File: src/logic/memPkg.sv
`default_nettype none

package memPkg;

    localparam int ADDR_WIDTH = 12;
    localparam int RAM_DEPTH = 4096;
    localparam int QUEUE_DEPTH = 4;
    // queue pointer and occupancy widths
    localparam int QPTR_WIDTH = $clog2(QUEUE_DEPTH);
    localparam int QCOUNT_WIDTH = $clog2(QUEUE_DEPTH + 1);

    typedef enum logic {
        OP_LOAD,
        OP_STORE
    } memOp_e;

    typedef enum logic [1:0] {
        WIDTH_BYTE,
        WIDTH_HALF,
        WIDTH_WORD
    } memWidth_e;

    typedef enum logic [1:0] {
        ST_IDLE,
        ST_FETCH,
        ST_LOAD,
        ST_STORE
    } ctrlState_e;

    typedef struct packed {
        memOp_e                op;
        memWidth_e             width;
        logic [ADDR_WIDTH-1:0] addr;
        logic [31:0]           wrData;
    } dataReq_t;

    typedef struct packed {
        logic        done;
        logic [31:0] rdData;
    } dataResp_t;

    typedef struct packed {
        logic                  wrEn;
        logic [ADDR_WIDTH-1:0] addr;
        logic [7:0]            wrByte;
    } memPort_t;

endpackage

`default_nettype wire

File: src/logic/instQueue.sv
`timescale 1ns/1ps
`default_nettype none

module instQueue
    import memPkg::*;
(
    input  logic                    clk,
    input  logic                    rst,
    input  logic                    i_push,
    input  logic [31:0]             i_pushData,
    input  logic                    i_pop,
    input  logic                    i_flush,
    output logic [31:0]             o_head,
    output logic                    o_valid,
    output logic [QCOUNT_WIDTH-1:0] o_count
);

    logic [31:0]           entries [QUEUE_DEPTH];
    logic [QPTR_WIDTH-1:0] rdPtr;
    logic [QPTR_WIDTH-1:0] wrPtr;
    logic                  full;
    logic                  doPush;
    logic                  doPop;

    assign full = (o_count == QCOUNT_WIDTH'(QUEUE_DEPTH));
    assign doPop = i_pop && o_valid;
    // a pop frees the slot in the same cycle
    assign doPush = i_push && (!full || doPop);

    assign o_head = entries[rdPtr];
    assign o_valid = (o_count != '0);

    always_ff @(posedge clk) begin
        if (rst || i_flush) begin
            rdPtr <= '0;
            wrPtr <= '0;
            o_count <= '0;
        end else begin
            if (doPush) begin
                wrPtr <= wrPtr + 1'b1;
            end
            if (doPop) begin
                rdPtr <= rdPtr + 1'b1;
            end
            case ({doPush, doPop})
                2'b10:   o_count <= o_count + 1'b1;
                2'b01:   o_count <= o_count - 1'b1;
                default: o_count <= o_count;
            endcase
        end
    end

    always_ff @(posedge clk) begin
        if (doPush && !i_flush) begin
            entries[wrPtr] <= i_pushData;
        end
    end

endmodule

`default_nettype wire

File: config.mk
export PLATFORM = sky130hd
export DESIGN_NAME = instQueue
export DESIGN_NICKNAME = d
export VERILOG_FILES = /design/src/logic/memPkg.sv /design/src/logic/instQueue.sv
export SDC_FILE = /design/constraint.sdc
export NUM_CORES = 1
export LEC_CHECK = 0
export ABC_AREA = 1
export BUFFER_PORTS_ARGS = -buffer_cell sky130_fd_sc_hd__buf_2
export CORE_MARGIN = 2
export CORE_UTILIZATION = 45
export DETAILED_ROUTE_END_ITERATION = 10
export PLACE_DENSITY_LB_ADDON = 0.3
export REMOVE_ABC_BUFFERS = 1
export SYNTH_ARGS = -nofsm -noshare
export SYNTH_HDL_FRONTEND = slang
export SYNTH_SLANG_ARGS = --single-unit
File: constraint.sdc
create_clock -name clk -period 2.41 [get_ports clk]
set_clock_uncertainty 0.2 [all_clocks]
set_input_delay 0.241 -clock clk [delete_from_list [all_inputs] [get_ports clk]]
set_output_delay 0.241 -clock clk [all_outputs]
set_load 0.01 [all_outputs]
==> impl_metrics.env, run 1 <==
export IMPL_clockRootBuffer="clkbuf_16"
export IMPL_first_iter_violations=303
export IMPL_status="finished, final reports clean"
export IMPL_syn_inst=375
export IMPL_multiInputGateArea_um2=1070
export IMPL_crit_cells=6
export IMPL_avgViaCountPerCell=5.09
export IMPL_worst_r2r_setup_slack_ns=0.12
export IMPL_clkSlewWorstSetupHoldPaths_ns=0.06
export IMPL_gr_total_overflow=0
export IMPL_coreArea_um2=11400
export IMPL_fin_crit_ns=2.29
export IMPL_slew_violations=0
export IMPL_crit_family="buffers and inverters"
export IMPL_ys_ff_latch=137
export IMPL_path_cells="nor2_4 > nand2_2 > o21ai_4 > dlygate4sd3_1 > a21oi_1 > dlygate4sd3_1"
export IMPL_post_cts_buffers=0
export IMPL_cp_required_ns=2.50
export IMPL_ir_drop_mv=0.456
export IMPL_yosys_cell_types_count=22
export IMPL_timing_setup_tns_ns=0
export IMPL_finalSetupViolCount=0
export IMPL_cts_buffers=17
export IMPL_regArea_um2=4030
export IMPL_ys_seq_area_share_pct=77.0
export IMPL_n_antenna_cell=0
export IMPL_critPathMaxStageDelay_ns=0.57
export IMPL_critPathKind="register to register"
export IMPL_fin_ws_ns=0.116
export IMPL_die_w_um=112
export IMPL_cts_tree="done"
export IMPL_dr_pass1_iters=4
export IMPL_io_pins=73
export IMPL_grt_max_degree=37
export IMPL_p_per_area_nw_per_um2=833
export IMPL_tightest_slew_ns=0.436
export IMPL_synth_edf_count=128
export IMPL_pre_cts_slack_ns=0.498
export IMPL_timing_hold_ws_ns=0.0194
export IMPL_worst_path_buf_inv=2
export IMPL_drc=0
export IMPL_die_area_um2=12500
export IMPL_nets=540
export IMPL_busiest_layer="met2"
export IMPL_layout_drive_gt1_share_pct=25.8
export IMPL_startpoint="o_count[1]$_SDFFE_PP0P_"
export IMPL_syn_cell_area_um2=5220
export IMPL_critPathCapture="wrPtr[1]$_SDFFE_PP0N_"
export IMPL_cts_sinks=137
export IMPL_drv_cap=0
export IMPL_async_reset_ff_share_pct=0
export IMPL_yosys_warnings=0
export IMPL_globalplace_congestion=0.801
export IMPL_min_path_type="primary input to register"
export IMPL_gr_usage_met3_pct=5.93
export IMPL_power_leakage_uw=0.00250
export IMPL_crit_top_cell="dlygate4sd3_1"
export IMPL_synth_largest_area_cell="edfxtp_1"
export IMPL_rsz0062_at_grt="no"
export IMPL_dp_cells=586
export IMPL_finalCritPeriodShare_pct=95.2
export IMPL_portBuffers=72
export IMPL_ant_nets=0
export IMPL_synth_area_leaders="edfxtp_1 (74%), nor2_1 (5.0%), o21ai_0 (4.9%)"
export IMPL_cts_htree_levels=4
export IMPL_slowest_stage="dlygate4sd3_1"
export IMPL_final_util_pct=60.0
export IMPL_rr_worst_depth=6
export IMPL_synthTopCellsByCount="edfxtp_1 (128), nor2_1 (70), o21ai_0 (51), o22ai_1 (32), o21ai_1 (19)"
export IMPL_fmax_mhz=436
export IMPL_ctsResizeCount=0
export IMPL_grt_usage_pct=17.7
export IMPL_reg2reg_from="o_count[1]$_SDFFE_PP0P_"
export IMPL_area_growth_synth_to_final_pct=30.7
export IMPL_use_met2_pct=27.9
export IMPL_clk_latency_ns=0.40
export IMPL_initial_core_util_pct=45.9
export IMPL_yosys_most_used_dff="edfxtp_1"
export IMPL_arrival_ns=2.39
export IMPL_reg2reg_to="wrPtr[1]$_SDFFE_PP0N_"
export IMPL_crit_path_max_fanout=5
export IMPL_yosysMostFrequentCell="edfxtp_1"
export IMPL_post_dp_hpwl_um=6330
export IMPL_via_count=3330
export IMPL_antenna_found_initial=0
export IMPL_grt_pass1_vias=3409
export IMPL_syn_avg_cell_area_um2=13.9
export IMPL_fillers=887
export IMPL_critPathLaunchType="register"
export IMPL_end_kind="register"
export IMPL_grt_first_pass_wirelength_um=16900
export IMPL_yosysTopAreaCellShare_pct=73.6
export IMPL_stdcell_count=654
export IMPL_rows=39
export IMPL_routed_wl_um=10300
export IMPL_cts_max_path_buffers=2
export IMPL_hold_viol=0
export IMPL_die_h_um=112
export IMPL_wl_per_cell_um=15.8
export IMPL_grt_use_met1_pct=23.0
export IMPL_max_slew_margin_rel_pct=70.8
==> state kept, by name, summed over array words and instances, names as in the netlist, named ones only <==
name / cells
entries: 128
rdPtr: 2
wrPtr: 2
o_count: 3
==> worst min-delay path: cells and delay by family <==
kind	cells	cell delay (ns)
buffers and inverters	1	0.10
AND/OR/NAND/NOR	3	0.25
==> cells in the final DEF, fill, tap and decap left out <==
master / count
o21ai_1: 19
dlygate4sd3_1: 36
or2_4: 1
clkinv_2: 4
clkbuf_16: 17
dfxtp_2: 1
nand3_1: 3
o21ai_4: 1
nor2_1: 70
clkinvlp_4: 1
inv_2: 3
inv_1: 14
clkinv_1: 3
ha_1: 4
dfxtp_1: 8
clkinv_4: 2
fa_1: 1
nand4_1: 1
buf_12: 2
nand2_1: 3
a21oi_4: 1
a21oi_1: 6
buf_4: 13
o22ai_1: 32
edfxtp_1: 128
nand2_2: 4
o21ai_0: 51
nor2_4: 5
buf_2: 72
bufinv_16: 5
==> worst min-delay path by stage <==
| stage | startpoint | endpoint | slack (ns) | cells after the start |
|---|---|---|---|---|
| 2_1_floorplan | i_pushData[0] | entries[0][0]$_DFFE_PP_ | 0.14 | 0 |
| 3_3_place_gp | i_pushData[20] | entries[0][20]$_DFFE_PP_ | 0.26 | 1 |
| 3_5_place_dp | rdPtr[1]$_SDFFE_PP0N_ | rdPtr[1]$_SDFFE_PP0N_ | 0.26 | 2 |
| 4_1_cts | i_pop | wrPtr[0]$_SDFFE_PP0N_ | 0.006 | 3 |
| 5_1_grt | i_pop | wrPtr[0]$_SDFFE_PP0N_ | 0.03 | 3 |
| 6_report | i_flush | o_count[2]$_SDFFE_PP0P_ | 0.02 | 4 |
==> where the power goes <==
group          internal [µW]  leakage [µW]  switching (µW)
clock network           1820      0.000309             896
logic                    133      0.000956             176
registers               2650       0.00124            14.0
total                   4600       0.00250            1090
==> metal layers <==
| metal | vias to the layer above | share of wire, % |
|---|---|---|
| li1 | 1631 | - |
| met3 | 11 | 6.4 |
| met2 | 88 | 47 |
| met4 | 0 | 1.1 |
| met1 | 1600 | 45 |
| met5 | - | 0 |
==> kinds of logic (layout without fill, tap and decap cells) <==
family / after synthesis / after routing / synth area share [%]
adder cells (fa/ha/maj): 5 / 5 / 1.34
flip-flops: 137 / 137 / 77.0
AO/OA/AOI/OAI: 110 / 110 / 11.7
buffers and inverters: 36 / 172 / 2.88
AND/OR/NAND/NOR: 87 / 87 / 7.00
==> repair_timing <==
action                     4_1_cts  5_1_grt
hold buffers                    36        0
hold endpoints to repair       135        0
setup endpoints to repair        0        1
==> area by class of cell <==
cell class              instances  share of cell area [%]
repair buffers                123                    12.6
flip-flops and latches        137                    59.0
inverters                      17                   0.935
clock buffers                  17                    6.23
well taps                     143                    2.62
clock inverters                15                    3.02
multi-input cells             202                    15.7
==> metrics by stage <==
stage / power (µW) / area (µm²)
detailed placement: 2980 / 5830
floorplan: 2840 / 5140
global route: 5870 / 6830
CTS: 5740 / 6830
global placement: 2970 / 5830
finish: 5690 / 6830
No activity file was read; power rests on OpenSTA's default activity.
==> run 2: changes to the inputs <==
- CELL_PAD_IN_SITES_DETAIL_PLACEMENT: not set -> 0
- CELL_PAD_IN_SITES_GLOBAL_PLACEMENT: not set -> 2
- CORE_UTILIZATION: 45 -> 36
==> run 2 against run 1 <==
Combinational power about the same. Largest cell class unchanged. Clock power increased by 9.6%. Flip-flop and latch count unchanged. Clock-buffer cell count unchanged. Core utilization decreased by 12 points.
==> impl_metrics.env, run 2 (synthesis results as in run 1) <==
export IMPL_rr_worst_depth=6
export IMPL_finalSetupViolCount=0
export IMPL_reg_largest_list="entries: 128 flops, o_count: 3 flops"
export IMPL_nets=538
export IMPL_worst_r2r_setup_slack_ns=0.49
export IMPL_drv_cap=0
export IMPL_coreArea_um2=14400
export IMPL_portBuffers=72
export IMPL_cp_required_ns=1.97
export IMPL_fin_crit_ns=2.21
export IMPL_arrival_ns=1.77
export IMPL_slew_violations=0
export IMPL_power_leakage_uw=0.00252
export IMPL_first_iter_violations=373
export IMPL_final_common_cell="edfxtp_1"
export IMPL_finalCritPeriodShare_pct=91.6
export IMPL_die_area_um2=15500
export IMPL_ir_drop_mv=0.521
export IMPL_die_w_um=124
export IMPL_cts_sinks=137
export IMPL_max_slew_margin_rel_pct=70.3
export IMPL_via_count=3355
export IMPL_slowest_stage="dfxtp_2"
export IMPL_post_cts_buffers=0
export IMPL_n_antenna_cell=0
export IMPL_min_path_type="primary input to register"
export IMPL_routed_wl_um=11100
export IMPL_hold_viol=0
export IMPL_drc=0
export IMPL_area_growth_synth_to_final_pct=32.9
export IMPL_status="finished, final reports clean"
export IMPL_crit_path_max_fanout=17
export IMPL_wl_per_cell_um=16.0
export IMPL_final_util_pct=48.3
export IMPL_fmax_mhz=453
export IMPL_min_delay_path_depth=3
export IMPL_layout_drive_gt1_share_pct=25.5
export IMPL_end_kind="output pin"
export IMPL_rsz0062_at_grt="no"
export IMPL_clk_latency_ns=0.41
export IMPL_clkSlewWorstSetupHoldPaths_ns=0.06
export IMPL_cts_buffers=17
export IMPL_reg2reg_to="entries[0][2]$_DFFE_PP_"
export IMPL_path_cells="inv_2 > buf_4 > o21ai_0 > o22ai_1 > buf_2"
export IMPL_rows=44
export IMPL_timing_setup_tns_ns=0
export IMPL_critPathMaxStageDelay_ns=0.33
export IMPL_cts_max_path_buffers=2
export IMPL_final_cell_mix="edfxtp_1 (128), buf_2 (72), nor2_1 (70), o21ai_0 (51), dlygate4sd3_1 (37)"
export IMPL_ant_nets=0
export IMPL_grt_usage_pct=15.0
export IMPL_initial_core_util_pct=36.3
export IMPL_post_dp_hpwl_um=6300
export IMPL_cts_htree_levels=4
export IMPL_globalplace_congestion=0.708
export IMPL_reg2reg_from="o_count[0]$_SDFFE_PP0P_"
export IMPL_critPathLaunchType="register"
export IMPL_antenna_found_initial=0
export IMPL_cts_tree="done"
export IMPL_p_per_area_nw_per_um2=856
export IMPL_holdPathEnd="wrPtr[0]$_SDFFE_PP0N_"
export IMPL_io_pins=73
export IMPL_grt_max_degree=65
export IMPL_fillers=1253
export IMPL_min_from="i_pop"
export IMPL_regMostFlops="entries"
export IMPL_avgViaCountPerCell=4.84
export IMPL_grt_first_pass_wirelength_um=17700
export IMPL_grt_pass1_vias=3292
export IMPL_clockRootBuffer="clkbuf_16"
export IMPL_tightest_slew_ns=0.446
export IMPL_critPathKind="register to output pin"
export IMPL_die_h_um=124
export IMPL_largest_register_ffs=128
export IMPL_dr_pass1_iters=4
export IMPL_gr_total_overflow=0
[run 2: how the worst max path moves through the flow]
stage / startpoint / endpoint / slack [ns] / cells after the start
after global routing: register / o_head[5] / 0.05 / 5
after floorplan: register / o_head[10] / -0.27 / 3
after detailed placement: register / o_head[0] / 0.48 / 4
final: register / o_head[5] / 0.20 / 5
after CTS: register / o_head[0] / 0.02 / 4
after global placement: o_count[2]$_SDFFE_PP0P_ / o_count[2]$_SDFFE_PP0P_ / 0.52 / 9
[run 2: area by class of cell]
type / count / area, µm² / share of cell area (%)
clock inverter: 15 / 254 / 3.66
timing repair buffer: 121 / 875 / 12.6
inverter: 17 / 63.8 / 0.919
clock buffer: 17 / 425 / 6.13
multi-input combinational: 202 / 1070 / 15.4
sequential: 137 / 4030 / 58.0
tap: 184 / 230 / 3.32
[run 2: power breakdown]
| group | leakage (µW) | switching, µW | internal [µW] |
|---|---|---|---|
| logic | 0.000951 | 177 | 134 |
| clock network | 0.000331 | 939 | 2030 |
| registers | 0.00124 | 13.3 | 2650 |
| total | 0.00252 | 1130 | 4810 |
[run 2: layer usage]
metal | part of all wire, % | track usage (%) | vias to the layer above
met5 | 0 | 0 | -
met4 | 1.5 | 5.35 | 0
met3 | 4.2 | 4.60 | 14
met2 | 47 | 23.9 | 69
met1 | 47 | 19.4 | 1640
li1 | - | - | 1632
[run 2: per-stage QoR]
stage                     total power [µW]  hold slack [ns]  cell area [µm²]  instances  setup WS (ns)
final                                 5940           0.0192             6940        693          0.203
after global routing                  6140           0.0392             6940        693         0.0495
after CTS                             6000           0.0102             6940        693         0.0214
after detailed placement              2980            0.261             5890        624          0.485
after global placement                2980            0.254             5890        624          0.523
after floorplan                       2840            0.140             5140        356         -0.271
[run 2: critical path: cells and delay by family (launching register included)]
family	cells	cell delay [ns]
compound gates	2	0.28
flops	1	0.33
buf+inv	3	0.73
[run 2: repair_timing]
action                                  CTS  global route
endpoints found under the setup margin    0            16
hold buffers                             37             0
gates resized for setup                   0             1
hold endpoints to repair                133             0
==> run 3: changes to the inputs <==
- MAX_ROUTING_LAYER: not set -> met4
==> run 3 against run 2 <==
Fmax hardly changed. First-iteration DRC count is 2.1% lower. Sequential share of layout area stayed put. Core utilization stayed put. Total power hardly changed. Flip-flop and latch count stayed put. Final cell count stayed put. Non-clock buffer count stayed put. Largest cell class unchanged. Largest power group unchanged.
==> impl_metrics.env, run 3 (synthesis results as in run 1) <==
export IMPL_status="finished, final reports clean"
export IMPL_timing_setup_tns_ns=0
export IMPL_fin_ws_ns=0.203
export IMPL_cts_buffers=17
export IMPL_reg2reg_to="entries[0][2]$_DFFE_PP_"
export IMPL_largest_register_ffs=128
export IMPL_rows=44
export IMPL_ir_drop_mv=0.521
export IMPL_reg_largest_list="entries: 128 flops, o_count: 3 flops"
export IMPL_p_per_area_nw_per_um2=856
export IMPL_fin_crit_ns=2.21
export IMPL_clockRootBuffer="clkbuf_16"
export IMPL_post_dp_hpwl_um=6300
export IMPL_avgViaCountPerCell=4.86
export IMPL_dr_pass1_iters=4
export IMPL_drv_cap=0
export IMPL_fmax_mhz=453
export IMPL_switching_share_pct=19.0
export IMPL_io_pins=73
export IMPL_tightest_slew_ns=0.447
export IMPL_end_kind="output pin"
export IMPL_n_antenna_cell=0
export IMPL_ant_nets=0
export IMPL_hold_viol=0
export IMPL_p_int_uw=4810
export IMPL_critPathLaunchType="register"
export IMPL_drc=0
export IMPL_arrival_ns=1.77
export IMPL_wl_per_cell_um=16.0
export IMPL_seqPwrFrac_pct=44.8
export IMPL_die_area_um2=15500
export IMPL_first_iter_violations=365
export IMPL_p_clk_share_pct=49.9
export IMPL_routed_wl_um=11100
export IMPL_initial_core_util_pct=36.3
export IMPL_max_slew_margin_rel_pct=70.2
export IMPL_rr_worst_depth=6
export IMPL_via_count=3366
export IMPL_cts_max_path_buffers=2
export IMPL_grt_pass1_vias=3294
export IMPL_p_comb_share_pct=5.2
export IMPL_holdPathEnd="wrPtr[0]$_SDFFE_PP0N_"
export IMPL_die_w_um=124
export IMPL_finalCritPeriodShare_pct=91.6
export IMPL_coreArea_um2=14400
export IMPL_cp_required_ns=1.97
export IMPL_min_delay_path_depth=3
export IMPL_clk_latency_ns=0.41
export IMPL_min_path_type="primary input to register"
export IMPL_nets=538
export IMPL_portBuffers=72
export IMPL_grt_usage_pct=15.4
export IMPL_gr_total_overflow=0
export IMPL_final_common_cell="edfxtp_1"
export IMPL_finalSetupViolCount=0
export IMPL_die_h_um=124
export IMPL_slew_violations=0
export IMPL_timing_hold_ws_ns=0.0181
export IMPL_globalplace_congestion=0.716
export IMPL_antenna_found_initial=0
export IMPL_power_leakage_uw=0.00252
export IMPL_layout_drive_gt1_share_pct=25.5
export IMPL_clkSlewWorstSetupHoldPaths_ns=0.06
export IMPL_pre_cts_slack_ns=0.485
export IMPL_cts_htree_levels=4
export IMPL_worst_r2r_setup_slack_ns=0.49
export IMPL_min_from="i_pop"
export IMPL_grt_max_degree=65
export IMPL_rsz0062_at_grt="no"
export IMPL_grt_first_pass_wirelength_um=17700
export IMPL_cts_tree="done"
export IMPL_crit_path_max_fanout=17
export IMPL_area_growth_synth_to_final_pct=32.9
export IMPL_post_cts_buffers=0
export IMPL_regMostFlops="entries"
export IMPL_switchingPower_uw=1130
export IMPL_cts_sinks=137
export IMPL_final_cell_mix="edfxtp_1 (128), buf_2 (72), nor2_1 (70), o21ai_0 (51), dlygate4sd3_1 (37)"
export IMPL_critPathKind="register to output pin"
export IMPL_reg2reg_from="o_count[0]$_SDFFE_PP0P_"
run 3: repair_timing:
item	in CTS	in global routing
hold buffers	37	0
endpoints found under the setup margin	0	16
resized for setup	0	1
endpoints found under the hold margin	133	0
run 3: how the worst max path moves through the flow:
| stage | start | end | cells after the start |
|---|---|---|---|
| 2_1_floorplan | register | o_head[10] | 3 |
| 5_1_grt | register | o_head[5] | 5 |
| 3_3_place_gp | o_count[2]$_SDFFE_PP0P_ | o_count[2]$_SDFFE_PP0P_ | 9 |
| 4_1_cts | register | o_head[0] | 4 |
| 3_5_place_dp | register | o_head[0] | 4 |
| 6_report | register | o_head[5] | 5 |
run 3: stage by stage:
step | cells | power, µW | util [%] | instance area [µm²]
6_report | 693 | 5940 | 48.3 | 6940
5_1_grt | 693 | 6130 | 48.3 | 6940
4_1_cts | 693 | 6000 | 48.3 | 6940
3_5_place_dp | 624 | 2980 | 41.0 | 5890
3_3_place_gp | 624 | 2980 | 41.0 | 5890
2_1_floorplan | 356 | 2840 | - | 5140
run 3: cell type report:
class | instances | area, µm²
clock inverters | 15 | 254
repair buffers | 121 | 875
multi-input cells | 202 | 1070
well taps | 184 | 230
clock buffers | 17 | 425
inverters | 17 | 63.8
fillers | 1253 | 7430
flip-flops and latches | 137 | 4030
run 3: power by group through the flow:
| stage | logic, µW | registers, µW | clock network [µW] |
|---|---|---|---|
| after global routing | 348 | 2670 | 3120 |
| after global placement | 266 | 2710 | 0 |
| after detailed placement | 271 | 2710 | 0 |
| after floorplan | 119 | 2720 | 0 |
| final | 312 | 2660 | 2970 |
| after CTS | 317 | 2660 | 3010 |
run 3: worst max-delay path, stage by stage, from the launching register on:
cell     delay (ns)
dfxtp_2        0.33
inv_2          0.26
buf_4          0.30
o21ai_0        0.10
o22ai_1        0.18
buf_2          0.17
run 3: routing by layer:
layer / share of wire, % / global-route usage (%) / wire [µm] / up-vias
met5: 0 / - / 0 / -
met1: 47 / 19.4 / 5220 / 1647
met4: 1.4 / 5.35 / 161 / 0
met3: 4.2 / 4.55 / 464 / 14
li1: - / - / - / 1632
met2: 47 / 23.9 / 5260 / 73
