[config.mk]
export PLATFORM = sky130hd
export DESIGN_NAME = fetchUnit
export DESIGN_NICKNAME = d
export VERILOG_FILES = /design/src/logic/memPkg.sv /design/src/logic/fetchUnit.sv
export SDC_FILE = /design/constraint.sdc
export NUM_CORES = 1
export LEC_CHECK = 0
export ABC_CLOCK_PERIOD_IN_PS = 1900
export BUFFER_PORTS_ARGS = -buffer_cell sky130_fd_sc_hd__buf_2
export CORE_UTILIZATION = 25
export CTS_BUF_LIST = sky130_fd_sc_hd__clkbuf_2 sky130_fd_sc_hd__clkbuf_4 sky130_fd_sc_hd__clkbuf_8
export DETAILED_ROUTE_END_ITERATION = 8
export GPL_TIMING_DRIVEN = 1
export PLACE_DENSITY = 0.58
export SLEW_MARGIN = 20
export SYNTH_ARGS = -nofsm -noshare
export SYNTH_HDL_FRONTEND = slang
export SYNTH_SLANG_ARGS = --single-unit
[constraint.sdc]
create_clock -name clk -period 1.9 [get_ports clk]
set_clock_uncertainty 0.1 [all_clocks]
set_input_delay 0.19 -clock clk [delete_from_list [all_inputs] [get_ports clk]]
set_output_delay 0.19 -clock clk [all_outputs]
set_load 0.03 [all_outputs]
[src/logic/memPkg.sv]
`default_nettype none

package memPkg;

    localparam int ADDR_WIDTH = 12;
    localparam int RAM_DEPTH = 4096;
    localparam int QUEUE_DEPTH = 4;
    // queue pointer and occupancy widths
    localparam int QPTR_WIDTH = $clog2(QUEUE_DEPTH);
    localparam int QCOUNT_WIDTH = $clog2(QUEUE_DEPTH + 1);

    typedef enum logic {
        OP_LOAD,
        OP_STORE
    } memOp_e;

    typedef enum logic [1:0] {
        WIDTH_BYTE,
        WIDTH_HALF,
        WIDTH_WORD
    } memWidth_e;

    typedef enum logic [1:0] {
        ST_IDLE,
        ST_FETCH,
        ST_LOAD,
        ST_STORE
    } ctrlState_e;

    typedef struct packed {
        memOp_e                op;
        memWidth_e             width;
        logic [ADDR_WIDTH-1:0] addr;
        logic [31:0]           wrData;
    } dataReq_t;

    typedef struct packed {
        logic        done;
        logic [31:0] rdData;
    } dataResp_t;

    typedef struct packed {
        logic                  wrEn;
        logic [ADDR_WIDTH-1:0] addr;
        logic [7:0]            wrByte;
    } memPort_t;

endpackage

`default_nettype wire

[src/logic/fetchUnit.sv]
`timescale 1ns/1ps
`default_nettype none

module fetchUnit
    import memPkg::*;
(
    input  logic                    clk,
    input  logic                    rst,
    input  logic                    i_fetchStart,
    input  logic [ADDR_WIDTH-1:0]   i_fetchPc,
    input  logic                    i_fetchDone,
    input  logic [31:0]             i_fetchInst,
    input  logic [QCOUNT_WIDTH-1:0] i_queueCount,
    output logic                    o_fetchReq,
    output logic [ADDR_WIDTH-1:0]   o_fetchAddr,
    output logic                    o_instPush,
    output logic [31:0]             o_instData,
    output logic                    o_queueFlush
);

    logic [ADDR_WIDTH-1:0] pc;
    logic                  enabled;
    // result of the in-flight fetch belongs to the old stream
    logic                  discard;
    logic                  canIssue;

    assign canIssue = enabled && !o_fetchReq && !i_fetchStart
                      && (i_queueCount < QCOUNT_WIDTH'(QUEUE_DEPTH));

    assign o_instPush = i_fetchDone && !discard && !i_fetchStart;
    assign o_instData = i_fetchInst;
    assign o_queueFlush = i_fetchStart;
    assign o_fetchAddr = pc;

    always_ff @(posedge clk) begin
        if (rst) begin
            enabled <= 1'b0;
            o_fetchReq <= 1'b0;
            discard <= 1'b0;
        end else begin
            if (i_fetchStart) begin
                enabled <= 1'b1;
            end
            if (i_fetchDone) begin
                o_fetchReq <= 1'b0;
                discard <= 1'b0;
            end else if (i_fetchStart && o_fetchReq) begin
                // request stays up until memCtrl finishes it
                discard <= 1'b1;
            end else if (canIssue) begin
                o_fetchReq <= 1'b1;
            end
        end
    end

    always_ff @(posedge clk) begin
        if (i_fetchStart) begin
            pc <= i_fetchPc;
        end else if (o_instPush) begin
            pc <= pc + ADDR_WIDTH'(4);
        end
    end

endmodule

`default_nettype wire

==> results of run 1 <==
[layout make-up]
cell class / count / area, µm²
multi-input cells: 53 / 315
clock buffers: 4 / 48.8
flip-flops and latches: 15 / 420
fillers: 424 / 2730
inverters: 1 / 3.75
repair buffers: 32 / 163
well taps: 48 / 60.1
[routing by layer]
layer	track usage [%]	vias up	routed length (µm)
li1	-	336	-
met5	0	-	0
met2	14.9	39	896
met4	6.79	0	80
met1	10.5	308	726
met3	5.56	15	225
[path summary, 6_finish.rpt]
path                     endpoint  slack [ps]
setup / recovery  o_fetchAddr[10]         280
hold / removal            enabled          30
setup reg to reg  o_fetchAddr[10]         280
hold reg to reg           enabled         400
[cell usage in the layout (no fill, tap or decap)]
cell / count
buf_2: 31
edfxtp_1: 12
nand2_1: 11
nor2_1: 6
or4_1: 5
nand3_1: 5
o21ai_0: 4
o211ai_1: 3
clkbuf_8: 3
dfxtp_1: 3
o31ai_1: 2
a31oi_1: 2
nand4_1: 2
xor2_1: 2
and2_1: 2
a21oi_1: 2
nor3_1: 2
inv_1: 1
nand3_4: 1
xnor2_1: 1
mux2_2: 1
nand2b_1: 1
ha_1: 1
clkbuf_4: 1
buf_4: 1
[where the power goes]
group	internal, µW	leakage (µW)	switching [µW]
registers	395	0.000147	36.1
logic	64.1	0.000232	124
clock network	163	0.0000262	111
total	622	0.000405	271
[sequential cells by signal (all words and copies together), names as in the netlist]
| name | cells |
|---|---|
| discard | 1 |
| enabled | 1 |
| o_fetchAddr | 12 |
| o_fetchReq | 1 |
[kinds of logic after synthesis]
group / share of synthesized area, %
buffers and inverters: 26.3
AND/OR/NAND/NOR: 18.5
flip-flops: 42.1
AO/OA/AOI/OAI: 8.02
XOR/XNOR: 2.63
multiplexers: 1.13
adder cells (fa/ha/maj): 1.25
[per-stage QoR]
stage                     util [%]  setup slack [ps]  instances  instance area (µm²)
after global routing          27.0               145        153                 1010
after floorplan                  -               189        105                  998
after detailed placement      25.7               288        149                  962
final                         27.0               281        153                 1010
after global placement        25.7               333        149                  962
after CTS                     27.0               269        153                 1010
==> metrics.txt, run 1 <==
# TYPE chip_impl_metric gauge
chip_impl_info{name="regToRegStartpoint",value="o_fetchAddr[2]"} 1
chip_impl_metric{name="crit_path_max_fanout",unit=""} 6
chip_impl_metric{name="post_cts.repair.setup_buffers",unit=""} 0
chip_impl_metric{name="final.setup.tns",unit="ps"} 0
chip_impl_metric{name="synthesized_netlist_net_count",unit=""} 157
chip_impl_metric{name="cts_buffers",unit=""} 3
chip_impl_info{name="largest_delay_contributor_family_on_the_critical_path",value="simple AND/OR/NAND/NOR gates"} 1
chip_impl_metric{name="leakagePower",unit="µW"} 0.000405
chip_impl_metric{name="top_level_ports",unit=""} 98
chip_impl_metric{name="timing.final.setup_violations",unit=""} 0
chip_impl_metric{name="drv_slew",unit=""} 0
chip_impl_metric{name="die_height",unit="µm"} 65.2
chip_impl_metric{name="clockBufferDepth",unit=""} 2
chip_impl_info{name="start_kind",value="flip-flop"} 1
chip_impl_metric{name="layout-drive-gt1-share",unit="%"} 36.2
chip_impl_metric{name="num_vias",unit=""} 698
chip_impl_metric{name="cts_hold_buf",unit=""} 0
chip_impl_info{name="cts_root_buffer",value="clkbuf_8"} 1
chip_impl_metric{name="peakVddDrop",unit="µV"} 451
chip_impl_info{name="crit_path_end_kind",value="flip-flop"} 1
chip_impl_metric{name="place.port_buffers",unit=""} 31
chip_impl_info{name="crit_path_top_delay_cell",value="edfxtp_1"} 1
chip_impl_metric{name="grt_max_degree",unit=""} 15
chip_impl_metric{name="area_delta_synth_final",unit="%"} 1.25
chip_impl_metric{name="power.density",unit="nW/µm²"} 883
chip_impl_metric{name="cp.buffers_inverters",unit=""} 0
chip_impl_metric{name="resize_count_post_cts",unit=""} 0
chip_impl_metric{name="hold_viol_final",unit=""} 0
chip_impl_metric{name="finalNetCount",unit=""} 158
chip_impl_metric{name="drtIter0Drc",unit=""} 9
chip_impl_metric{name="min_period_over_period",unit="%"} 85.2
chip_impl_metric{name="antenna_cells",unit=""} 0
chip_impl_metric{name="critical_path.max_stage_delay",unit="ps"} 440
chip_impl_metric{name="initial_core_util",unit="%"} 26.7
chip_impl_info{name="outcome",value="finished, final reports clean"} 1
chip_impl_metric{name="drt_via_density",unit=""} 4.56
chip_impl_metric{name="h-tree-depth",unit=""} 1
chip_impl_metric{name="max_capacitance_violation_count",unit=""} 0
chip_impl_info{name="worstHoldPathType",value="input pin to flip-flop"} 1
chip_impl_metric{name="grt_first_pass_wirelength",unit="µm"} 3130
chip_impl_metric{name="timing.critical_path.required",unit="ps"} 1900
chip_impl_metric{name="drtPass1Iterations",unit=""} 3
chip_impl_metric{name="route.detailed.wl_per_inst",unit="µm"} 12.6
chip_impl_metric{name="synthCells",unit=""} 105
chip_impl_metric{name="netlist_area_before_placement",unit="µm²"} 998
chip_impl_metric{name="worst_hold_slack",unit="ps"} 26.5
chip_impl_metric{name="dp_hpwl",unit="µm"} 1520
chip_impl_metric{name="worstPathArrival",unit="ps"} 1620
chip_impl_info{name="area_leader_netlist",value="edfxtp_1"} 1
chip_impl_metric{name="synth-seq-area-share",unit="%"} 42.1
chip_impl_metric{name="std_cell_rows",unit=""} 22
chip_impl_metric{name="global_route.overflow_total",unit=""} 0
chip_impl_metric{name="ys_ff_latch",unit=""} 15
chip_impl_info{name="synth_ff_type",value="edfxtp_1"} 1
chip_impl_metric{name="grt_util_all_layers",unit="%"} 9.94
chip_impl_info{name="synth_common_cells",value="33 x buf_4, 12 x edfxtp_1, 11 x nand2_1"} 1
chip_impl_metric{name="worst_pin_slew",unit="ps"} 428
chip_impl_info{name="min_from",value="rst"} 1
chip_impl_metric{name="clock_latency_reported_for_the_late_side_of_the_worst_skew_pair",unit="ps"} 250
chip_impl_info{name="crit_path_start",value="o_fetchAddr[2]"} 1
chip_impl_metric{name="cts.sink_count",unit=""} 15
chip_impl_metric{name="finalWorstPathRequiredPeriod",unit="ps"} 1620
chip_impl_metric{name="synth-edff-count",unit=""} 12
chip_impl_metric{name="whs_path_depth",unit=""} 2
chip_impl_metric{name="die-area",unit="µm²"} 4250
chip_impl_metric{name="number_of_antenna_violations_at_the_first_check_in_global_routing",unit=""} 0
chip_impl_metric{name="synth_largest_type_area_fraction",unit="%"} 36.1
chip_impl_metric{name="timing.critical_path.depth",unit=""} 4
chip_impl_metric{name="cts.reportedPaths.clkPinSlew",unit="ps"} 60
chip_impl_info{name="tritoncts",value="built"} 1
chip_impl_info{name="synth_area_leaders",value="edfxtp_1 36%, buf_4 25%, dfxtp_1 6.0%, nand2_1 4.1%, or4_1 3.8%"} 1
chip_impl_info{name="worstPathCellList",value="ha_1, nand2_1, or4_1, a31oi_1"} 1
chip_impl_metric{name="totalPowerFinal",unit="µW"} 893
chip_impl_metric{name="route.antenna.remaining_nets",unit=""} 0
chip_impl_metric{name="die_w",unit="µm"} 65.2
chip_impl_metric{name="netlist_cell_types",unit=""} 23
chip_impl_info{name="synth_most_common_cell",value="buf_4"} 1
chip_impl_metric{name="fmax",unit="MHz"} 618
chip_impl_metric{name="reg2reg_depth",unit=""} 4
chip_impl_metric{name="grt_pass1_vias",unit=""} 700
chip_impl_metric{name="placeableCoreArea",unit="µm²"} 3740
chip_impl_info{name="path_class",value="flip-flop to flip-flop"} 1
chip_impl_metric{name="yosysWarnings",unit=""} 0
chip_impl_metric{name="post_synthesis_async_set_or_reset_flop_share",unit="%"} 0
chip_impl_metric{name="synth_area_per_cell",unit="µm²"} 9.51
chip_impl_metric{name="drt_drc_violations_left",unit=""} 0
chip_impl_metric{name="wirelength",unit="µm"} 1930
chip_impl_metric{name="normalized_max_slew_margin",unit="%"} 71.4
chip_impl_metric{name="gp_routability_congestion",unit=""} 0.801
chip_impl_info{name="grt_setup_unrepaired",value="false"} 1
Note: power is estimated with default switching activity, not from simulation.
==> run 2, diff against run 1 <==
Settings changed: MAX_ROUTING_LAYER from default to met4.
==> run 2 against run 1 <==
  * Sequential cell count stayed put
  * Critical path depth did not move
  * Utilization did not move
  * Register-to-register slack about the same
  * Combinational power about the same
  * Global-route usage rose by 0.27 points
  * Final cell count stayed put
  * Via count is 0.29% higher
  * Sequential power barely moved
  * Sequential share of layout area stayed put
  * Non-clock buffer count is the same
  * Critical path type unchanged
==> metrics.txt, run 2 (same netlist as run 1, synthesis figures left out) <==
# TYPE chip_impl_metric gauge
chip_impl_info{name="outcome",value="finished, final reports clean"} 1
chip_impl_metric{name="die_height",unit="µm"} 65.2
chip_impl_info{name="worstHoldPathType",value="input pin to flip-flop"} 1
chip_impl_info{name="layout_commonest_cell",value="buf_2"} 1
chip_impl_metric{name="post_cts.repair.setup_buffers",unit=""} 0
chip_impl_metric{name="power.density",unit="nW/µm²"} 883
chip_impl_metric{name="gp_routability_congestion",unit=""} 0.812
chip_impl_metric{name="sequentialPowerShare",unit="%"} 48.3
chip_impl_metric{name="power.share.switching",unit="%"} 30.3
chip_impl_metric{name="place_ws",unit="ps"} 288
chip_impl_info{name="tritoncts",value="built"} 1
chip_impl_metric{name="max_capacitance_violation_count",unit=""} 0
chip_impl_metric{name="finalNetCount",unit=""} 158
chip_impl_metric{name="combinationalPowerShare",unit="%"} 21.1
chip_impl_info{name="worstPathCellList",value="ha_1, nand2_1, or4_1, a31oi_1"} 1
chip_impl_metric{name="placeableCoreArea",unit="µm²"} 3740
chip_impl_metric{name="critical_path.max_stage_delay",unit="ps"} 440
chip_impl_metric{name="final_core_util",unit="%"} 27.0
chip_impl_info{name="crit_path_end_kind",value="flip-flop"} 1
chip_impl_metric{name="postLayoutSetupSlackWorst",unit="ps"} 281
chip_impl_metric{name="worst_pin_slew",unit="ps"} 428
chip_impl_metric{name="net-switching-power",unit="µW"} 271
chip_impl_metric{name="antenna_cells",unit=""} 0
chip_impl_metric{name="wirelength",unit="µm"} 1930
chip_impl_metric{name="route.detailed.wl_per_inst",unit="µm"} 12.6
chip_impl_metric{name="number_of_antenna_violations_at_the_first_check_in_global_routing",unit=""} 0
chip_impl_info{name="grt_setup_unrepaired",value="false"} 1
chip_impl_metric{name="drv_slew",unit=""} 0
chip_impl_metric{name="cp.buffers_inverters",unit=""} 0
chip_impl_metric{name="final.setup.tns",unit="ps"} 0
chip_impl_metric{name="timing.final.setup_violations",unit=""} 0
chip_impl_metric{name="top_level_ports",unit=""} 98
chip_impl_metric{name="finalWorstPathRequiredPeriod",unit="ps"} 1620
chip_impl_metric{name="largest_register_ffs",unit=""} 12
chip_impl_metric{name="grt_first_pass_wirelength",unit="µm"} 3130
chip_impl_metric{name="dp_hpwl",unit="µm"} 1520
chip_impl_metric{name="whs_path_depth",unit=""} 2
chip_impl_metric{name="reg2reg_depth",unit=""} 4
chip_impl_metric{name="timing.critical_path.depth",unit=""} 4
chip_impl_metric{name="clock_latency_reported_for_the_late_side_of_the_worst_skew_pair",unit="ps"} 250
chip_impl_metric{name="part_of_the_power_in_the_clock_network",unit="%"} 30.6
chip_impl_metric{name="fin_area",unit="µm²"} 1010
chip_impl_metric{name="grt_max_degree",unit=""} 15
chip_impl_metric{name="h-tree-depth",unit=""} 1
chip_impl_metric{name="dpl_cell_area",unit="µm²"} 962
chip_impl_metric{name="drtIter0Drc",unit=""} 9
chip_impl_metric{name="grt_util_all_layers",unit="%"} 10.2
chip_impl_metric{name="hold_viol_final",unit=""} 0
chip_impl_metric{name="cts_buffers",unit=""} 3
chip_impl_metric{name="layout-drive-gt1-share",unit="%"} 36.2
chip_impl_metric{name="normalized_max_slew_margin",unit="%"} 71.4
chip_impl_metric{name="crit_path_max_fanout",unit=""} 6
chip_impl_metric{name="std_cell_rows",unit=""} 22
chip_impl_metric{name="cell_internal_power_dissipation",unit="µW"} 622
chip_impl_metric{name="initial_core_util",unit="%"} 26.7
chip_impl_metric{name="min_period_over_period",unit="%"} 85.2
chip_impl_info{name="path_class",value="flip-flop to flip-flop"} 1
chip_impl_metric{name="resize_count_post_cts",unit=""} 0
chip_impl_metric{name="worstPathArrival",unit="ps"} 1610
chip_impl_info{name="start_kind",value="flip-flop"} 1
chip_impl_metric{name="place.port_buffers",unit=""} 31
chip_impl_metric{name="timing.critical_path.required",unit="ps"} 1900
chip_impl_metric{name="peakVddDrop",unit="µV"} 451
chip_impl_info{name="largest_delay_contributor_family_on_the_critical_path",value="simple AND/OR/NAND/NOR gates"} 1
chip_impl_metric{name="cts.sink_count",unit=""} 15
chip_impl_info{name="cts_root_buffer",value="clkbuf_8"} 1
chip_impl_metric{name="drt_drc_violations_left",unit=""} 0
chip_impl_metric{name="fmax",unit="MHz"} 618
chip_impl_metric{name="area_delta_synth_final",unit="%"} 1.25
chip_impl_metric{name="cts_hold_buf",unit=""} 0
chip_impl_metric{name="global_route.overflow_total",unit=""} 0
chip_impl_metric{name="drt_via_density",unit=""} 4.58
chip_impl_metric{name="grt_pass1_vias",unit=""} 700
chip_impl_info{name="crit_path_top_delay_cell",value="edfxtp_1"} 1
chip_impl_info{name="most-common-layout-cells",value="31 x buf_2, 12 x edfxtp_1, 11 x nand2_1, 6 x nor2_1"} 1
chip_impl_metric{name="drtPass1Iterations",unit=""} 3
chip_impl_metric{name="die_w",unit="µm"} 65.2
chip_impl_metric{name="die-area",unit="µm²"} 4250
chip_impl_metric{name="num_vias",unit=""} 700
chip_impl_metric{name="cts.reportedPaths.clkPinSlew",unit="ps"} 60
chip_impl_metric{name="route.antenna.remaining_nets",unit=""} 0
chip_impl_metric{name="clockBufferDepth",unit=""} 2
chip_impl_metric{name="leakagePower",unit="µW"} 0.000405
## run 2: final cells by class
| class | instances | area, µm² |
|---|---|---|
| fill | 424 | 2730 |
| sequential | 15 | 420 |
| multi-input combinational | 53 | 315 |
| timing repair buffer | 32 | 163 |
| tap | 48 | 60.1 |
| clock buffer | 4 | 48.8 |
| inverter | 1 | 3.75 |
## run 2: power groups by stage
stage	registers (µW)	clock network, µW	logic [µW]
2_1_floorplan	492	0	195
3_3_place_gp	436	0	188
3_5_place_dp	439	0	191
4_1_cts	432	283	192
5_1_grt	437	297	208
6_report	431	274	188
## run 2: worst paths after layout
| path | slack, ps | from | endpoint |
|---|---|---|---|
| worst max-delay path | 280 | o_fetchAddr[2] | o_fetchAddr[10] |
| worst min-delay path | 30 | rst | enabled |
| worst max register to register | 280 | o_fetchAddr[2] | o_fetchAddr[10] |
| worst min register to register | 400 | enabled | enabled |
## run 2: metrics by stage
stage / power (µW) / hold slack (ps) / cells
after floorplan: 687 / 162 / 105
after global placement: 625 / 277 / 149
after detailed placement: 630 / 280 / 149
after CTS: 906 / 20.9 / 153
after global routing: 942 / 31.9 / 153
final: 893 / 26.5 / 153
## run 2: layer usage
metal | global-route usage [%] | part of all wire, % | vias up
met5 | - | 0 | -
met3 | 5.21 | 11 | 15
met1 | 10.7 | 38 | 310
li1 | - | - | 336
met4 | 6.79 | 4.1 | 0
met2 | 14.9 | 47 | 39
==> run 3, diff against run 2 <==
==> constraint.sdc (replaced) <==
create_clock -name clk -period 1.9 [get_ports clk]
set_clock_uncertainty 0.1 [all_clocks]
set_input_delay 0.19 -clock clk [delete_from_list [all_inputs] [get_ports clk]]
set_output_delay 0.19 -clock clk [all_outputs]
set_load 0.02 [all_outputs]
==> run 3 against run 2 <==
  * Utilization unchanged
  * Sequential power about the same
  * Wire length decreased by 1.9%
  * Power decreased by 3.3%
  * Critical path depth unchanged
  * Via count decreased by 1.3%
  * Largest power group unchanged
  * Sequential cell count unchanged
  * Register-to-register slack about the same
  * Largest cell class unchanged
==> metrics.txt, run 3 (same netlist as run 1, synthesis figures left out) <==
# TYPE chip_impl_metric gauge
chip_impl_metric{name="whs_path_depth",unit=""} 2
chip_impl_metric{name="placeableCoreArea",unit="µm²"} 3740
chip_impl_metric{name="cts_hold_buf",unit=""} 0
chip_impl_info{name="path_class",value="flip-flop to flip-flop"} 1
chip_impl_metric{name="worstPathArrival",unit="ps"} 1610
chip_impl_info{name="rr_endpoint",value="o_fetchAddr[10]"} 1
chip_impl_metric{name="grt_first_pass_wirelength",unit="µm"} 3000
chip_impl_metric{name="stdcell_count",unit=""} 153
chip_impl_metric{name="cts.reportedPaths.clkPinSlew",unit="ps"} 60
chip_impl_info{name="largest_delay_contributor_family_on_the_critical_path",value="simple AND/OR/NAND/NOR gates"} 1
chip_impl_metric{name="place.port_buffers",unit=""} 31
chip_impl_metric{name="std_cell_rows",unit=""} 22
chip_impl_info{name="regToRegStartpoint",value="o_fetchAddr[2]"} 1
chip_impl_metric{name="drt_drc_violations_left",unit=""} 0
chip_impl_metric{name="cp.buffers_inverters",unit=""} 0
chip_impl_metric{name="grt_util_all_layers",unit="%"} 9.84
chip_impl_metric{name="final_core_util",unit="%"} 27.0
chip_impl_metric{name="area_delta_synth_final",unit="%"} 1.25
chip_impl_metric{name="layout-drive-gt1-share",unit="%"} 36.2
chip_impl_metric{name="drt_via_density",unit=""} 4.52
chip_impl_info{name="worstPathCellList",value="ha_1, nand2_1, or4_1, a31oi_1"} 1
chip_impl_info{name="worstHoldPathType",value="input pin to flip-flop"} 1
chip_impl_metric{name="num_vias",unit=""} 691
chip_impl_metric{name="drtPass1Iterations",unit=""} 4
chip_impl_metric{name="critical_path.max_stage_delay",unit="ps"} 440
chip_impl_info{name="timing.hold.worst_endpoint",value="enabled"} 1
chip_impl_metric{name="power.density",unit="nW/µm²"} 854
chip_impl_metric{name="grt_pass1_vias",unit=""} 682
chip_impl_metric{name="post_cts.repair.setup_buffers",unit=""} 0
chip_impl_info{name="min_from",value="rst"} 1
chip_impl_metric{name="peakVddDrop",unit="µV"} 421
chip_impl_metric{name="finalNetCount",unit=""} 158
chip_impl_metric{name="wirelength",unit="µm"} 1890
chip_impl_metric{name="hold_viol_final",unit=""} 0
chip_impl_metric{name="grt_max_degree",unit=""} 14
chip_impl_metric{name="initial_core_util",unit="%"} 26.7
chip_impl_metric{name="dpl_cell_area",unit="µm²"} 962
chip_impl_metric{name="cts_buffers",unit=""} 3
chip_impl_metric{name="finalWorstPathRequiredPeriod",unit="ps"} 1620
chip_impl_metric{name="clockBufferDepth",unit=""} 2
chip_impl_info{name="tritoncts",value="built"} 1
chip_impl_metric{name="largest_register_ffs",unit=""} 12
chip_impl_metric{name="worst_pin_slew",unit="ps"} 435
chip_impl_metric{name="gp_routability_congestion",unit=""} 0.796
chip_impl_metric{name="fmax",unit="MHz"} 618
chip_impl_metric{name="final.setup.tns",unit="ps"} 0
chip_impl_metric{name="fin_area",unit="µm²"} 1010
chip_impl_metric{name="crit_path_max_fanout",unit=""} 6
chip_impl_metric{name="global_route.overflow_total",unit=""} 0
chip_impl_metric{name="timing.reg2reg.setup_slack",unit="ps"} 280
chip_impl_info{name="layout_commonest_cell",value="buf_2"} 1
chip_impl_metric{name="drv_slew",unit=""} 0
chip_impl_metric{name="cts.sink_count",unit=""} 15
chip_impl_metric{name="n_fill_cell",unit=""} 435
chip_impl_metric{name="resize_count_post_cts",unit=""} 0
chip_impl_metric{name="min_period_over_period",unit="%"} 85.1
chip_impl_metric{name="max_capacitance_violation_count",unit=""} 0
chip_impl_metric{name="h-tree-depth",unit=""} 1
chip_impl_metric{name="top_level_ports",unit=""} 98
chip_impl_metric{name="worst_hold_slack",unit="ps"} 29.3
chip_impl_info{name="outcome",value="finished, final reports clean"} 1
chip_impl_metric{name="antenna_cells",unit=""} 0
chip_impl_info{name="start_kind",value="flip-flop"} 1
chip_impl_metric{name="clock_latency_reported_for_the_late_side_of_the_worst_skew_pair",unit="ps"} 240
chip_impl_metric{name="die_height",unit="µm"} 65.2
chip_impl_info{name="grt_setup_unrepaired",value="false"} 1
chip_impl_metric{name="timing.final.setup_violations",unit=""} 0
chip_impl_metric{name="normalized_max_slew_margin",unit="%"} 70.9
chip_impl_metric{name="leakagePower",unit="µW"} 0.000405
chip_impl_metric{name="drtIter0Drc",unit=""} 12
chip_impl_metric{name="die-area",unit="µm²"} 4250
chip_impl_metric{name="reg2reg_depth",unit=""} 4
chip_impl_info{name="most-common-layout-cells",value="31 x buf_2, 12 x edfxtp_1, 11 x nand2_1, 6 x nor2_1"} 1
chip_impl_info{name="cts_root_buffer",value="clkbuf_8"} 1
chip_impl_metric{name="placed_cells_incl_taps",unit=""} 149
chip_impl_metric{name="number_of_antenna_violations_at_the_first_check_in_global_routing",unit=""} 0
chip_impl_metric{name="die_w",unit="µm"} 65.2
chip_impl_metric{name="route.antenna.remaining_nets",unit=""} 0
chip_impl_metric{name="timing.critical_path.required",unit="ps"} 1890
chip_impl_info{name="crit_path_end_kind",value="flip-flop"} 1
chip_impl_metric{name="route.detailed.wl_per_inst",unit="µm"} 12.4
chip_impl_info{name="crit_path_top_delay_cell",value="edfxtp_1"} 1
chip_impl_metric{name="dp_hpwl",unit="µm"} 1520
[run 3: area by class of cell]
cell class              instances  area, µm²  share of cell area [%]
flip-flops and latches         15        420                    41.6
multi-input cells              53        315                    31.2
repair buffers                 32        163                    16.1
well taps                      48       60.1                    5.94
clock buffers                   4       48.8                    4.83
inverters                       1       3.75                   0.371
[run 3: worst max path at each step]
stage / start / end / slack [ps] / cells after the start
after CTS: o_fetchAddr[2] / o_fetchAddr[10] / 260 / 4
final: o_fetchAddr[2] / o_fetchAddr[10] / 280 / 4
after detailed placement: o_fetchAddr[2] / o_fetchAddr[10] / 280 / 4
after global routing: o_fetchAddr[2] / o_fetchAddr[10] / 120 / 4
after global placement: o_fetchAddr[2] / o_fetchAddr[10] / 330 / 4
after floorplan: o_fetchAddr[2] / o_fetchAddr[10] / 270 / 4
[run 3: worst register-to-register path: stages (launching register included)]
cell	delay, ps
edfxtp_1	440
ha_1	240
nand2_1	110
or4_1	410
a31oi_1	180
[run 3: per-layer routing]
metal | GRT usage (%) | up-vias | routed length [µm]
met1 | 9.97 | 303 | 760
met5 | - | - | 0
met4 | 6.25 | 0 | 71
li1 | - | 336 | -
met3 | 4.86 | 12 | 191
met2 | 15.1 | 40 | 870
[run 3: metrics by stage]
step	power (µW)	setup WS, ps
CTS	878	261
detailed placement	606	279
global placement	601	330
finish	864	282
global route	916	117
floorplan	635	267
[run 3: power breakdown]
group / total (µW) / leakage (µW) / internal (µW) / switching [µW]
combinational: 165 / 0.000232 / 64.1 / 101
clock: 268 / 0.0000262 / 163 / 105
sequential: 431 / 0.000147 / 395 / 36.2
